<file path="config.mk">
export PLATFORM = sky130hd
export DESIGN_NAME = sysctl_top
export DESIGN_NICKNAME = d
export VERILOG_FILES = /design/src/hw/sysctl_pkg.sv /design/src/hw/sysctl_top.sv /design/src/hw/resp_merge.sv /design/src/hw/irq_ctrl.sv /design/src/hw/tick_timer.sv /design/src/hw/sysctl_regs.sv /design/src/hw/sysctl_decode.sv
export SDC_FILE = /design/constraint.sdc
export NUM_CORES = 1
export LEC_CHECK = 0
export BUFFER_PORTS_ARGS = -buffer_cell sky130_fd_sc_hd__buf_2
export CAP_MARGIN = 20
export CORE_MARGIN = 2
export CORE_UTILIZATION = 50
export DETAILED_ROUTE_END_ITERATION = 10
export PLACE_DENSITY = 0.76
export REMOVE_ABC_BUFFERS = 1
export SYNTH_ARGS = -nofsm -noshare
export SYNTH_HDL_FRONTEND = slang
export SYNTH_SLANG_ARGS = --single-unit
</file>
<file path="constraint.sdc">
create_clock -name clk100 -period 3.75 [get_ports clk100]
set_input_delay 0.1875 -clock clk100 [delete_from_list [all_inputs] [get_ports clk100]]
set_output_delay 0.1875 -clock clk100 [all_outputs]
set_load 0.1 [all_outputs]
</file>
<file path="src/hw/sysctl_pkg.sv">
package sysctl_pkg;

// ---------------------------------------------------------------------
// bus and register widths
// ---------------------------------------------------------------------
localparam int ADDR_W    = 32;
localparam int DATA_W    = 32;
localparam int SEL_W     = 4;	// one bit per byte lane
localparam int LED_W     = 8;
localparam int NRST_W    = 16;	// node reset bits, also lsb of clken in the reset reg
localparam int CLKEN_W   = 3;
localparam int IRQ_N     = 8;
localparam int EXT_IRQ_W = 7;	// sources 0..6
localparam int CAUSE_W   = 8;

// ---------------------------------------------------------------------
// sources and timing
// ---------------------------------------------------------------------
localparam int TICK_SRC    = 7;	// timer takes the top source
localparam int RST_PULSE   = 64;	// cycles a node reset stays asserted
localparam int RST_CNT_W   = $clog2(RST_PULSE);
localparam int TICK_PERIOD = 1_000_000;	// 100 Hz at 100 MHz
localparam int TICK_CNT_W  = $clog2(TICK_PERIOD);
localparam logic [CLKEN_W-1:0] CLKEN_RESET = 3'b110;	// nodes 1 and 2 running
localparam logic [CAUSE_W-1:0] CAUSE_NONE  = 8'hFF;

// ---------------------------------------------------------------------
// address map
// ---------------------------------------------------------------------
localparam logic [ADDR_W-1:0] LED_BASE = 32'hFD0F_FF00;	// 256 byte page
localparam logic [ADDR_W-1:0] RST_BASE = 32'hFD0F_FC00;	// 256 byte page
localparam logic [ADDR_W-1:0] IRQ_BASE = 32'hFD09_0000;	// 4 KB block
localparam int PAGE_LSB  = 8;
localparam int IRQ_OFS_W = 12;	// offset bits inside the irq block

localparam logic [IRQ_OFS_W-1:0] IRQ_PEND_OFS  = 12'h000;
localparam logic [IRQ_OFS_W-1:0] IRQ_EN_OFS    = 12'h004;
localparam logic [IRQ_OFS_W-1:0] IRQ_CAUSE_OFS = 12'h008;

// decoded target of a request
typedef enum logic [1:0] {
	TGT_NONE,	// unmapped, answered with err
	TGT_LED,
	TGT_RST,
	TGT_IRQ
} target_t;

typedef struct packed {
	logic              we;
	logic [SEL_W-1:0]  sel;
	logic [ADDR_W-1:0] adr;
	logic [DATA_W-1:0] dat;
} io_req_t;

// request as held in the decode stage
typedef struct packed {
	io_req_t req;
	target_t tgt;
} dec_req_t;

typedef struct packed {
	logic [DATA_W-1:0] dat;
	logic              err;
} io_resp_t;

endpackage
</file>
<file path="src/hw/sysctl_top.sv">
module sysctl_top import sysctl_pkg::*; #(
	parameter int tick_period = TICK_PERIOD
) (
	input  logic                 clk100,
	input  logic                 rst,
	input  logic                 req_valid_i,
	output logic                 req_ready_o,
	input  io_req_t              req_i,
	output logic                 resp_valid_o,
	input  logic                 resp_ready_i,
	output io_resp_t             resp_o,
	input  logic [EXT_IRQ_W-1:0] ext_irq_i,
	output logic [LED_W-1:0]     led_o,
	output logic [NRST_W-1:0]    node_rst_o,
	output logic [CLKEN_W-1:0]   clken_o,
	output logic                 irq_o
);

logic              dec_valid;
logic              dec_ready;
dec_req_t          dec;
logic              acc;
logic [DATA_W-1:0] regs_rdat;	// led and reset share one read port
logic [DATA_W-1:0] irq_rdat;
logic              tick;

// ---------------------------------------------------------------------
// request side
// ---------------------------------------------------------------------
sysctl_decode u_decode (
	.clk100      (clk100),
	.rst         (rst),
	.req_valid_i (req_valid_i),
	.req_ready_o (req_ready_o),
	.req_i       (req_i),
	.dec_ready_i (dec_ready),
	.dec_valid_o (dec_valid),
	.dec_o       (dec)
);

sysctl_regs u_regs (
	.clk100     (clk100),
	.rst        (rst),
	.acc_i      (acc),
	.dec_i      (dec),
	.rdat_o     (regs_rdat),
	.led_o      (led_o),
	.node_rst_o (node_rst_o),
	.clken_o    (clken_o)
);

tick_timer #(.period(tick_period)) u_tick (
	.clk100 (clk100),
	.rst    (rst),
	.tick_o (tick)
);

irq_ctrl u_irq (
	.clk100    (clk100),
	.rst       (rst),
	.acc_i     (acc),
	.dec_i     (dec),
	.ext_irq_i (ext_irq_i),
	.tick_i    (tick),
	.rdat_o    (irq_rdat),
	.irq_o     (irq_o)
);

// ---------------------------------------------------------------------
// response side
// ---------------------------------------------------------------------
resp_merge u_merge (
	.clk100       (clk100),
	.rst          (rst),
	.dec_valid_i  (dec_valid),
	.dec_i        (dec),
	.led_rdat_i   (regs_rdat),
	.rst_rdat_i   (regs_rdat),
	.irq_rdat_i   (irq_rdat),
	.acc_o        (acc),
	.dec_ready_o  (dec_ready),
	.resp_valid_o (resp_valid_o),
	.resp_ready_i (resp_ready_i),
	.resp_o       (resp_o)
);

endmodule

</file>
<file path="src/hw/resp_merge.sv">
module resp_merge import sysctl_pkg::*; (
	input  logic              clk100,
	input  logic              rst,
	input  logic              dec_valid_i,
	input  dec_req_t          dec_i,
	input  logic [DATA_W-1:0] led_rdat_i,
	input  logic [DATA_W-1:0] rst_rdat_i,
	input  logic [DATA_W-1:0] irq_rdat_i,
	output logic              acc_o,
	output logic              dec_ready_o,
	output logic              resp_valid_o,
	input  logic              resp_ready_i,
	output io_resp_t          resp_o
);

logic [DATA_W-1:0] rd_sel;
io_resp_t          resp_d;

// ---------------------------------------------------------------------
// response mux
// ---------------------------------------------------------------------
always_comb begin
	case (dec_i.tgt)
		TGT_LED: rd_sel = led_rdat_i;
		TGT_RST: rd_sel = rst_rdat_i;
		TGT_IRQ: rd_sel = irq_rdat_i;
		default: rd_sel = '0;
	endcase
	resp_d.err = (dec_i.tgt == TGT_NONE);
	resp_d.dat = (dec_i.req.we || resp_d.err) ? '0 : rd_sel;	// writes and errors read 0
end

assign dec_ready_o = ~resp_valid_o | resp_ready_i;	// slot free or leaving
assign acc_o       = dec_valid_i & dec_ready_o;	// the one access strobe

always_ff @(posedge clk100) begin
	if (rst)
		resp_valid_o <= 1'b0;
	else if (acc_o)
		resp_valid_o <= 1'b1;
	else if (resp_ready_i)
		resp_valid_o <= 1'b0;
end

// held stable while the master stalls
always_ff @(posedge clk100) begin
	if (acc_o)
		resp_o <= resp_d;
end

endmodule

</file>
<file path="src/hw/irq_ctrl.sv">
module irq_ctrl import sysctl_pkg::*; (
	input  logic                 clk100,
	input  logic                 rst,
	input  logic                 acc_i,
	input  dec_req_t             dec_i,
	input  logic [EXT_IRQ_W-1:0] ext_irq_i,
	input  logic                 tick_i,
	output logic [DATA_W-1:0]    rdat_o,
	output logic                 irq_o
);

logic [IRQ_N-1:0]     src;	// level per source this cycle
logic [IRQ_N-1:0]     pend;
logic [IRQ_N-1:0]     en;
logic [IRQ_N-1:0]     act;	// pending and enabled
logic [IRQ_N-1:0]     clr;
logic [IRQ_OFS_W-1:0] ofs;
logic                 irq_wr;
logic [CAUSE_W-1:0]   cause;

always_comb begin
	src                  = '0;
	src[EXT_IRQ_W-1:0]   = ext_irq_i;
	src[TICK_SRC]        = tick_i;
end

assign ofs    = dec_i.req.adr[IRQ_OFS_W-1:0];
assign irq_wr = acc_i & dec_i.req.we & (dec_i.tgt == TGT_IRQ);
assign clr    = (irq_wr && ofs == IRQ_PEND_OFS) ? dec_i.req.dat[IRQ_N-1:0] : '0;

// ---------------------------------------------------------------------
// pending and enable
// ---------------------------------------------------------------------
always_ff @(posedge clk100) begin
	if (rst) begin
		pend <= '0;
		en   <= '0;
	end else begin
		pend <= (pend & ~clr) | src;	// new set beats write-1 clear
		if (irq_wr && ofs == IRQ_EN_OFS)
			en <= dec_i.req.dat[IRQ_N-1:0];
	end
end

assign act   = pend & en;
assign irq_o = |act;

// highest numbered active source
always_comb begin
	cause = CAUSE_NONE;
	for (int i = 0; i < IRQ_N; i++)
		if (act[i])
			cause = CAUSE_W'(i);	// later index overrides
end

always_comb begin
	rdat_o = '0;
	if (dec_i.tgt == TGT_IRQ) begin
		case (ofs)
			IRQ_PEND_OFS:  rdat_o[IRQ_N-1:0]   = pend;
			IRQ_EN_OFS:    rdat_o[IRQ_N-1:0]   = en;
			IRQ_CAUSE_OFS: rdat_o[CAUSE_W-1:0] = cause;
			default:       rdat_o              = '0;	// hole in the block
		endcase
	end
end

endmodule

</file>
<file path="src/hw/tick_timer.sv">
module tick_timer import sysctl_pkg::*; #(
	parameter int period = TICK_PERIOD	// must fit TICK_CNT_W bits
) (
	input  logic clk100,
	input  logic rst,
	output logic tick_o
);

logic [TICK_CNT_W-1:0] cnt;
logic                  wrap;

// ---------------------------------------------------------------------
// free running divider
// ---------------------------------------------------------------------
assign wrap = (cnt == TICK_CNT_W'(period - 1));

always_ff @(posedge clk100) begin
	if (rst) begin
		cnt    <= '0;
		tick_o <= 1'b0;
	end else begin
		tick_o <= wrap;	// one cycle per wrap
		if (wrap)
			cnt <= '0;
		else
			cnt <= cnt + TICK_CNT_W'(1);
	end
end

// first tick lands period cycles after reset
// since cnt starts at zero and tick is registered

endmodule

</file>
<file path="src/hw/sysctl_regs.sv">
module sysctl_regs import sysctl_pkg::*; (
	input  logic               clk100,
	input  logic               rst,
	input  logic               acc_i,
	input  dec_req_t           dec_i,
	output logic [DATA_W-1:0]  rdat_o,
	output logic [LED_W-1:0]   led_o,
	output logic [NRST_W-1:0]  node_rst_o,
	output logic [CLKEN_W-1:0] clken_o
);

logic                 wr;
logic                 led_wr;
logic                 rst_wr;
logic                 rst_lo;	// lower half, reset bits
logic                 rst_hi;	// upper half, clock enables
logic [RST_CNT_W-1:0] pulse_cnt;
logic                 pulse_end;

always_comb begin
	wr     = acc_i & dec_i.req.we;
	led_wr = wr & (dec_i.tgt == TGT_LED) & dec_i.req.sel[0];	// byte 0 only
	rst_wr = wr & (dec_i.tgt == TGT_RST);
	rst_lo = rst_wr & (|dec_i.req.sel[1:0]);
	rst_hi = rst_wr & (|dec_i.req.sel[3:2]);
end

assign pulse_end = (pulse_cnt == RST_CNT_W'(RST_PULSE - 1));

// ---------------------------------------------------------------------
// led register
// ---------------------------------------------------------------------
always_ff @(posedge clk100) begin
	if (rst)
		led_o <= '0;
	else if (led_wr)
		led_o <= dec_i.req.dat[LED_W-1:0];
end

// ---------------------------------------------------------------------
// node reset pulse and clock enables
// ---------------------------------------------------------------------
always_ff @(posedge clk100) begin
	if (rst) begin
		node_rst_o <= '0;
		pulse_cnt  <= RST_CNT_W'(RST_PULSE - 1);	// parked, nothing pending
		clken_o    <= CLKEN_RESET;
	end else begin
		if (!pulse_end)
			pulse_cnt <= pulse_cnt + RST_CNT_W'(1);
		else
			node_rst_o <= '0;	// pulse over, release the nodes
		if (rst_lo) begin
			node_rst_o <= dec_i.req.dat[NRST_W-1:0];
			pulse_cnt  <= '0;	// restart pulse
			// resetting node 2 also wakes its clock
			if (|dec_i.req.dat[5:4])
				clken_o[2] <= 1'b1;
		end
		if (rst_hi)
			clken_o <= dec_i.req.dat[NRST_W +: CLKEN_W];	// upper half wins
	end
end

// read back, only for our own targets
always_comb begin
	rdat_o = '0;
	case (dec_i.tgt)
		TGT_LED: rdat_o[LED_W-1:0] = led_o;
		TGT_RST: begin
			rdat_o[NRST_W-1:0]       = node_rst_o;
			rdat_o[NRST_W +: CLKEN_W] = clken_o;
		end
		default: rdat_o = '0;
	endcase
end

endmodule

</file>
<file path="src/hw/sysctl_decode.sv">
module sysctl_decode import sysctl_pkg::*; (
	input  logic     clk100,
	input  logic     rst,
	input  logic     req_valid_i,
	output logic     req_ready_o,
	input  io_req_t  req_i,
	input  logic     dec_ready_i,
	output logic     dec_valid_o,
	output dec_req_t dec_o
);

logic     skid_valid;	// skid entry holds a request
dec_req_t skid_q;
dec_req_t req_dec;	// incoming request with its target
logic     in_fire;
logic     main_load;	// main entry empty or draining

// compare against the page / block bases
function automatic target_t decode_tgt(input logic [ADDR_W-1:0] adr);
	if (adr[ADDR_W-1:PAGE_LSB] == LED_BASE[ADDR_W-1:PAGE_LSB])
		return TGT_LED;
	if (adr[ADDR_W-1:PAGE_LSB] == RST_BASE[ADDR_W-1:PAGE_LSB])
		return TGT_RST;
	if (adr[ADDR_W-1:IRQ_OFS_W] == IRQ_BASE[ADDR_W-1:IRQ_OFS_W])
		return TGT_IRQ;
	return TGT_NONE;	// bus error stand-in
endfunction

always_comb begin
	req_dec.req = req_i;
	req_dec.tgt = decode_tgt(req_i.adr);
end

assign req_ready_o = ~skid_valid;	// registered ready, no path from resp_ready
assign in_fire     = req_valid_i & req_ready_o;
assign main_load   = ~dec_valid_o | dec_ready_i;

// ---------------------------------------------------------------------
// control
// ---------------------------------------------------------------------
always_ff @(posedge clk100) begin
	if (rst) begin
		dec_valid_o <= 1'b0;
		skid_valid  <= 1'b0;
	end else if (main_load) begin
		// skid first, keeps order; in_fire is low while skid is full
		dec_valid_o <= skid_valid | in_fire;
		skid_valid  <= 1'b0;
	end else if (in_fire) begin
		skid_valid <= 1'b1;	// main stalled, park it
	end
end

// ---------------------------------------------------------------------
// payload
// ---------------------------------------------------------------------
always_ff @(posedge clk100) begin
	if (main_load) begin
		if (skid_valid)
			dec_o <= skid_q;
		else if (in_fire)
			dec_o <= req_dec;
	end else if (in_fire) begin
		skid_q <= req_dec;
	end
end

endmodule

</file>
==> flow_summary_export.csv, run 1 <==
group,metric,value,unit
timing,finClkSkew,0.006892,ns
synthesis,yosys.cell_types.count,53,
floorplan,dieArea,15380,um2
power,p_per_area,485.7,nW/um2
route,dr.pass1.iters,5,
route,drtIter0Drc,396,
setup_path,reg2reg_depth,6,
setup_path,endpoint_kind,"flip-flop",
setup_path,critPathLaunch,"u_decode.dec_o[0]",
place,placed_cells,866,
grt,grt_pass1_wl,25790,um
clocking,cts.repair.resized,0,
grt,overflow,0,
status,status,"finished clean",
timing,slew_headroom,0.4063,
place,place_congestion,0.8764,
synthesis,synthCells,588,
synthesis,avgSynthCellArea,12.25,um2
floorplan,ios,143,
synthesis,syn_area,7202,um2
route,drc_errors,0,
place,numPortBuffers,116,
setup_path,rr_startpoint,"u_decode.dec_o[0]",
timing,finalCritPeriodShare,0.5822,
grt,grt_pass1_vias,5211,
place,dp_slack,1.536,ns
clocking,h-tree-depth,4,
layout,drive_above_1_share,0.2804,
route,ant_nets,0,
floorplan,die-height,124.0,um
timing,drv_slew,0,
setup_path,critPathArrivalTime,2.53,ns
place,dpl.hpwl,10840,um
layout,nets,830,
hold_path,hp-class,"in -> reg",
clocking,clkSlewWorstSetupHoldPaths,0.06,ns
setup_path,worstPathMaxFanout,22,
hold_path,hold_path_depth,3,
route,vias,5214,
setup_path,start_kind,"flip-flop",
timing,hold_viol_final,0,
timing,fmax,458.0,MHz
layout,fin_cells,936,
power,ir_worst_vdd,0.3249,mV
timing,period_needed,2.183,ns
hold_path,worstHoldEndpoint,"u_irq.pend[3]",
layout,utilization,0.6353,
grt,grtUsageTotal,0.2230,
grt,antenna_found_initial,0,
timing,rsz0062_at_grt,"false",
clocking,clkLatencyLatePin,0.43,ns
setup_path,critPathRequiredTime,4.10,ns
route,wl,16190,um
setup_path,regToRegSetupSlack,1.57,ns
floorplan,initial_core_util,0.5148,
timing,setup_slack,1.567,ns
timing,setup_viol,0,
setup_path,critPathKind,"reg -> reg",
clocking,clockBufferDepth,2,
synthesis,synth_seq_cells,169,
layout,area_growth,23.40,%
synthesis,synthArstFlopShare,0,
job,cap_violations,0,
clocking,clock_sinks,169,
clocking,cts_made_buffers,17,
setup_path,reg2reg_to,"u_regs.clken_o[2]",
synthesis,synthTopCellsByArea,"edfxtp_1, dfxtp_1, mux2_2",
clocking,cts-root-buf,"clkbuf_16",
synthesis,yosys-top-cells-count,"edfxtp_1, dfxtp_1, nor2_1",
synthesis,ys.flop_type,"edfxtp_1",
clocking,cts_tree,"yes",
floorplan,fp.coreArea,13990,um2
synthesis,yosysWarnings,0,
synthesis,synth_edf_count,96,
power,leakage,3.532,nW
route,wire_per_inst,17.30,um
timing,tightest_slew,0.8879,ns
synthesis,synth_largest_area_cell,"edfxtp_1",
floorplan,die_x,124.0,um
route,vias_per_cell,5.571,
synthesis,yosysMostFrequentCell,"edfxtp_1",
hold_path,min_from,"ext_irq_i[3]",
synthesis,ys_seq_area_frac,0.6032,
grt,grt_start_max_net_pins,49,
synthesis,synth_top_cell_area_share,0.4003,
layout,diodes,0,
floorplan,row_count,43,
==> logic make-up (layout without fill, tap and decap cells) <==
family,Yosys count,count (layout),share of synthesized area
flip-flops,169,169,0.6032
multiplexers,68,68,0.1018
adder cells (fa/ha/maj),7,7,0.01216
buffers and inverters,44,200,0.03509
other,1,13,0.0005207
XOR/XNOR,19,19,0.02311
AND/OR/NAND/NOR,206,206,0.1586
AO/OA/AOI/OAI,74,74,0.06550
==> final cells by class <==
cell class / count / area [um2]
tap: 180 / 225.2
inverter: 7 / 26.28
timing repair buffer: 161 / 1036
clock buffer: 21 / 460.4
fill: 1095 / 5101
multi-input combinational: 387 / 2674
sequential: 169 / 4345
clock inverter: 11 / 120.1
==> worst max-delay path by stage <==
| stage | end | slack, ns | cells past startpoint |
|---|---|---|---|
| floorplan | u_decode.skid_q[0] | -0.93 | 3 |
| global placement | u_tick.cnt[2] | 1.62 | 4 |
| detailed placement | u_regs.clken_o[2] | 1.54 | 6 |
| CTS | u_merge.resp_o[7] | 1.43 | 5 |
| global route | u_regs.clken_o[2] | 1.39 | 6 |
| finish | u_regs.clken_o[2] | 1.57 | 6 |
==> per-layer routing <==
metal	GRT usage	share of wire	vias up	wire [um]
met5	0	0	-	0
met4	0.1067	0.028	0	459
met3	0.04716	0.074	35	1198
met2	0.3784	0.49	234	8006
met1	0.2714	0.40	2489	6526
li1	-	-	2456	-
==> report_power, final <==
| part | switching [mW] | total, mW | leakage, nW | internal, mW |
|---|---|---|---|---|
| registers | 0.0574 | 2.09 | 1.50 | 2.03 |
| logic | 0.344 | 0.509 | 1.74 | 0.165 |
| clock network | 0.702 | 1.72 | 0.291 | 1.02 |
==> per-stage QoR <==
stage          power (mW)  instance area, um2  hold WS (ns)  setup TNS [ns]
5_1_grt             4.467                8887       0.06269               0
2_1_floorplan       2.455                7020        0.2566          -35.28
3_5_place_dp        2.599                7908        0.3803               0
6_report            4.317                8887       0.04759               0
3_3_place_gp        2.575                7896        0.3791               0
4_1_cts             4.337                8848       0.03941               0
==> repair_timing <==
action                    in CTS  in global routing
setup buffers                  0                  0
hold buffers                  36                  0
hold endpoints to repair      36                  0
==> critical path, cell delays in order, from the launching register on <==
cell and delay, ns:
edfxtp_1 0.43, inv_1 0.14, ha_1 0.17, buf_4 0.29
o211a_2 0.57, o21ai_0 0.29, a22oi_1 0.21
==> registers in the layout (all words and copies together) (netlist names) <==
name	flops
u_irq.en	8
u_decode.dec_valid_o	1
u_merge.resp_valid_o	1
u_regs.led_o	8
u_decode.skid_valid	1
u_irq.pend	8
u_regs.pulse_cnt	6
u_decode.dec_o	38
u_tick.tick_o	1
u_merge.resp_o	20
u_regs.clken_o	3
u_decode.skid_q	38
u_tick.cnt	20
u_regs.node_rst_o	16
==> cells in the final DEF, fill, tap and decap left out, drive strengths merged, types with 3 or more instances in the layout <==
master,synthesis,layout
nor4,7,7
nand3,35,35
edfxtp,96,96
a21oi,25,25
and3,18,18
nor2,57,57
mux2i,26,26
mux2,42,42
a22oi,5,5
inv,7,9
buf,26,125
xor2,13,13
nand2,42,42
conb,1,13
xnor2,6,6
dlygate4sd3,0,36
o21ai,17,17
nor3b,9,9
nor2b,7,7
clkbuf,11,21
nor3,7,7
a211oi,14,14
dfxtp,73,73
nand4,11,11
ha,7,7
clkinv,0,7
nor4b,3,3
(Power assumes the default switching activity.)
==> run 2: changes to the inputs <==
Settings changed: ABC_AREA set to 1.
Clock period 3.75 ns to 1.9 ns, I/O delays scaled along.
==> run 2 against run 1 <==
  * Largest power group unchanged
  * Highest routed layer unchanged
  * Synthesized cell count increased by 32%
  * Worst hold slack improved by 0.13 ns
  * Global-route usage shrank 1.3 points
  * Sequential cell count did not move
  * First-iteration DRC count up 1.3%
  * Non-clock buffer count increased by 17
==> flow_summary_export.csv, run 2 <==
group,metric,value,unit
route,met2WireLength,7790,um
timing,hold_viol_final,0,
timing,rsz0062_at_grt,"false",
setup_path,critPathLaunch,"u_decode.skid_valid",
place,place_congestion,0.8480,
route,drtIter0Drc,401,
route,routed.top_layer,"met4",
synthesis,synth_top_cell_area_share,0.3979,
floorplan,die-height,124.4,um
place,dp_slack,0.1369,ns
clocking,cts-root-buf,"clkbuf_16",
synthesis,avgSynthCellArea,9.348,um2
synthesis,synth_largest_area_cell,"edfxtp_1",
power,ir_worst_vdd,0.7092,mV
grt,grt_pass1_vias,5398,
clocking,clkSlewWorstSetupHoldPaths,0.06,ns
route,vias,5792,
grt,grt_start_max_net_pins,42,
place,dpl.hpwl,10810,um
timing,setup_slack,0.1133,ns
clocking,cts_tree,"yes",
setup_path,endpoint_kind,"output port",
timing,fin_setup_tns,0,ns
timing,finalCritPeriodShare,0.9404,
timing,finClkSkew,0.009578,ns
synthesis,yosys-top-cells-count,"nand2_1, edfxtp_1, dfxtp_1",
floorplan,fp.coreArea,14040,um2
floorplan,row_count,43,
grt,overflow,0,
layout,final_common_cell,"nand2_1",
power,finalPower,8.478,mW
synthesis,yosysMostFrequentCell,"nand2_1",
clocking,h-tree-depth,4,
layout,num-fill-cells,1111,
grt,grt_pass1_wl,25890,um
synthesis,yosysWarnings,0,
status,status,"finished clean",
synthesis,yosys.cell_types.count,39,
synthesis,synthCells,775,
timing,fmax,559.7,MHz
synthesis,ys_seq_area_frac,0.5997,
grt,grtUsageTotal,0.2096,
route,wl,16190,um
route,met1_length,7146,um
job,cap_violations,0,
setup_path,critPathKind,"reg -> out",
setup_path,critPathRequiredTime,1.80,ns
power,leakage,3.712,nW
layout,diodes,0,
timing,period_needed,1.787,ns
clocking,clkLatencyLatePin,0.43,ns
synthesis,synth_seq_cells,169,
route,drc_errors,0,
timing,tightest_slew,0.5196,ns
clocking,cts_made_buffers,17,
route,dr_wl_met3,995,um
layout,drive_above_1_share,0.2109,
setup_path,cp_slowest_cell,"buf_2",
setup_path,start_kind,"flip-flop",
floorplan,dieArea,15470,um2
hold_path,worstHoldEndpoint,"u_decode.skid_q[1]",
hold_path,hp-class,"in -> reg",
power,p_per_area,937.3,nW/um2
layout,nets,1032,
synthesis,syn_area,7244,um2
place,numPortBuffers,116,
grt,antenna_found_initial,0,
setup_path,rr_startpoint,"u_decode.dec_o[37]",
setup_path,regToRegSetupSlack,0.16,ns
layout,area_growth,24.85,%
route,vias_per_cell,5.090,
layout,final_cell_mix,"nand2_1, buf_2, edfxtp_1",
synthesis,synthArstFlopShare,0,
route,dr.pass1.iters,4,
setup_path,path_buf_inv,3,
hold_path,min_from,"req_i[50]",
setup_path,reg2reg_depth,6,
floorplan,ios,143,
synthesis,synthTopCellsByArea,"edfxtp_1, dfxtp_1, nand2_1",
timing,whs,0.1761,ns
route,wire_per_inst,14.22,um
setup_path,critPathTopFamily,"buffers and inverters",
setup_path,critPathMaxStageDelay,0.51,ns
clocking,clock_sinks,169,
setup_path,worstPathCellList,"inv_1 -> buf_4 -> buf_2",
timing,drv_slew,0,
hold_path,hold_path_depth,4,
synthesis,ys.flop_type,"edfxtp_1",
clocking,clockBufferDepth,2,
synthesis,synth_edf_count,96,
floorplan,initial_core_util,0.5159,
floorplan,die_x,124.4,um
setup_path,reg2reg_to,"u_irq.pend[0]",
timing,slew_headroom,0.6560,
layout,reg_top3,"u_decode.dec_o (38), u_decode.skid_q (38)",
setup_path,critPathArrivalTime,1.69,ns
route,ant_nets,0,
timing,setup_viol,0,
clocking,post-cts-setup-buffer-count,0,
setup_path,worstPathMaxFanout,37,
==> run 2: cell types whose count changed after synthesis, sizes merged, moves of 12 or more <==
| cell | before | now |
|---|---|---|
| a21oi | 25 | 54 |
| and3 | 18 | 0 |
| inv | 7 | 65 |
| mux2 | 42 | 0 |
| mux2i | 26 | 0 |
| nand2 | 42 | 244 |
| o21ai | 17 | 29 |
==> run 2: final cells by class <==
cell class / count / area, um2 / share of cell area
Sequential cell: 169 / 4344 / 0.4803
Multi-Input combinational cell: 513 / 2479 / 0.2740
Timing Repair Buffer: 178 / 1171 / 0.1295
Clock buffer: 20 / 446.7 / 0.04938
Clock inverter: 12 / 126.4 / 0.01397
Inverter: 66 / 252.7 / 0.02794
Tap cell: 180 / 225.2 / 0.02490
==> run 2: cells by family (layout without fill, tap and decap cells) <==
logic type,count (synthesis),after routing,share of synthesized area
XOR/XNOR,6,6,0.007255
adder cells (fa/ha/maj),7,7,0.01209
flip-flops,169,169,0.5997
buffers and inverters,105,276,0.06615
AND/OR/NAND/NOR,375,375,0.2256
AO/OA/AOI/OAI,112,112,0.08877
other,1,13,0.0005176
==> run 2: what timing repair did <==
action	4_1_cts	5_1_grt
hold buffers	45	0
endpoints found under the hold margin	77	0
gates resized for setup	0	5
setup endpoints to repair	0	20
==> run 2: stage by stage <==
step	instances	cell area, um2	utilization
after floorplan	748	7058	-
after global placement	1061	8011	0.5705
after detailed placement	1061	8011	0.5705
after CTS	1138	9035	0.6434
after global routing	1138	9045	0.6441
final	1138	9045	0.6441
==> run 2: worst max-delay path by stage <==
| stage | endpoint | slack, ns | cells past startpoint |
|---|---|---|---|
| detailed placement | u_regs.node_rst_o[12] | 0.14 | 8 |
| global route | u_regs.node_rst_o[11] | 0.003 | 9 |
| CTS | u_regs.node_rst_o[12] | 0.08 | 8 |
| floorplan | u_decode.skid_q[0] | -2.16 | 3 |
| global placement | u_regs.pulse_cnt[3] | 0.18 | 9 |
| finish | req_ready_o | 0.11 | 3 |
==> run 2: layer usage <==
metal / vias up / GRT usage
li1: 2898 / -
met1: 2678 / 0.2748
met2: 193 / 0.3404
met3: 23 / 0.05412
met4: 0 / 0.06874
met5: - / 0
==> run 2: worst min-delay path: stages <==
cell     delay, ns
buf_2         0.09
nor4_1        0.04
nand4_1       0.14
nand2_1       0.07
==> run 2: where the power goes <==
part	internal (mW)	switching, mW
registers	4.01	0.0879
clock network	1.96	1.37
logic	0.316	0.730
==> run 3: changes to the inputs <==
Settings changed: SETUP_SLACK_MARGIN set to 0.15.
==> run 3 against run 2 <==
  * Highest routed layer unchanged
  * Sequential cell count stayed put
  * Final cell count rose by 0.35%
  * Critical path type unchanged
  * Clock-buffer cell count did not move
  * Largest power group unchanged
  * Non-clock buffer count grew 4
  * Core utilization rose by 0.73 points
==> flow_summary_export.csv, run 3 (synthesis gave the netlist of run 2 again) <==
group,metric,value,unit
status,status,"finished clean",
setup_path,path_buf_inv,1,
grt,grt_pass1_vias,5401,
clocking,clock_sinks,169,
grt,grt_start_max_net_pins,42,
layout,drive_above_1_share,0.2235,
setup_path,critPathArrivalTime,1.60,ns
timing,finClkSkew,0.01039,ns
clocking,h-tree-depth,4,
place,place_congestion,0.8480,
power,p_per_area,929.2,nW/um2
floorplan,ios,143,
layout,reg_top3,"u_decode.dec_o (38), u_decode.skid_q (38)",
grt,grt_pass1_wl,25920,um
setup_path,start_kind,"flip-flop",
place,dpl.hpwl,10810,um
power,ir_worst_vdd,0.6915,mV
hold_path,hp-class,"in -> reg",
grt,grtUsageTotal,0.2098,
layout,area_growth,26.27,%
setup_path,critPathRequiredTime,1.80,ns
clocking,cts_made_buffers,17,
layout,final_common_cell,"nand2_1",
timing,setup_slack,0.2040,ns
layout,final_cell_mix,"nand2_1, buf_2, edfxtp_1",
layout,stdcell_area,9148,um2
place,numPortBuffers,116,
route,drc_errors,0,
setup_path,cpMostUsedCell,"nand2_1",
setup_path,critPathTopFamily,"simple AND/OR/NAND/NOR gates",
route,vias,5825,
route,wire_per_inst,14.31,um
timing,drv_slew,0,
place,dpl_cell_area,8011,um2
setup_path,worstPathCellList,"nand2_1 -> nand2_1 -> nor2_1 -> nand2_1 -> buf_2",
route,dr.pass1.iters,5,
clocking,clockBufferDepth,2,
route,wl,16340,um
timing,rsz0062_at_grt,"true",
floorplan,row_count,43,
grt,overflow,0,
timing,hold_viol_final,0,
clocking,cts_tree,"yes",
grt,antenna_found_initial,0,
route,vias_per_cell,5.101,
timing,whs,0.1758,ns
setup_path,critPathMaxStageDelay,0.33,ns
timing,period_needed,1.696,ns
route,drtIter0Drc,420,
place,dp_slack,0.1369,ns
floorplan,initial_core_util,0.5159,
clocking,clkSlewWorstSetupHoldPaths,0.06,ns
clocking,cts-root-buf,"clkbuf_16",
timing,slew_headroom,0.6574,
power,leakage,3.757,nW
layout,nets,1036,
timing,setup_viol,0,
setup_path,cp_slowest_cell,"dfxtp_1",
timing,tightest_slew,0.5174,ns
floorplan,die-height,124.4,um
clocking,clkLatencyLatePin,0.43,ns
layout,num-fill-cells,1088,
floorplan,die_x,124.4,um
floorplan,dieArea,15470,um2
timing,finalCritPeriodShare,0.8926,
setup_path,worstPathMaxFanout,3,
setup_path,endpoint_kind,"output port",
job,cap_violations,0,
setup_path,critPathKind,"reg -> out",
layout,diodes,0,
floorplan,fp.coreArea,14040,um2
route,ant_nets,0,
timing,fmax,589.6,MHz
run 3: layout make-up:
cell class / instances / area (um2) / area share
sequential: 169 / 4345 / 0.4750
multi-input combinational: 513 / 2545 / 0.2782
timing repair buffer: 182 / 1204 / 0.1316
clock buffer: 20 / 446.7 / 0.04883
inverter: 66 / 255.2 / 0.02790
tap: 180 / 225.2 / 0.02462
clock inverter: 12 / 126.4 / 0.01381
run 3: report_power, final:
group	switching (mW)	internal, mW	total, mW
registers	0.0901	4.01	4.10
logic	0.743	0.324	1.07
clock network	1.37	1.96	3.33
run 3: timing repair:
| action | in CTS | in global routing |
|---|---|---|
| pin swaps | 0 | 2 |
| endpoints found under the hold margin | 77 | 0 |
| hold buffers | 45 | 0 |
| gates resized for setup | 3 | 23 |
| setup buffers | 0 | 4 |
| endpoints found under the setup margin | 10 | 62 |
run 3: metrics by stage:
step | TNS (ns) | utilization | power [mW] | instances
floorplan | -115.28 | - | 4.858 | 748
global placement | 0 | 0.5705 | 5.114 | 1061
detailed placement | 0 | 0.5705 | 5.130 | 1061
CTS | 0 | 0.6439 | 8.508 | 1138
global route | 0 | 0.6514 | 8.815 | 1142
finish | 0 | 0.6514 | 8.500 | 1142
run 3: worst register-to-register path: stages (launching register included):
cell and delay, ns:
edfxtp_1 0.44, nor2_2 0.17, buf_4 0.13, nand2_1 0.07, nor3_2 0.15, buf_4 0.18, nand2_1 0.05, nand3_1 0.07
nand2_1 0.05, a21oi_1 0.19
run 3: final timing paths:
path                      startpoint                  to  slack [ns]  cells after the start
hold reg to reg        u_tick.cnt[0]       u_tick.cnt[0]        0.45                      1
setup / recovery       u_irq.pend[2]               irq_o        0.20                      5
setup reg to reg  u_decode.dec_o[35]   u_merge.resp_o[8]        0.22                      9
hold / removal             req_i[50]  u_decode.skid_q[1]        0.18                      4
run 3: per-layer routing:
metal | track usage | share of wire
met5 | 0 | 0
met4 | 0.06874 | 0.017
met3 | 0.05412 | 0.067
met2 | 0.3410 | 0.49
met1 | 0.2751 | 0.43
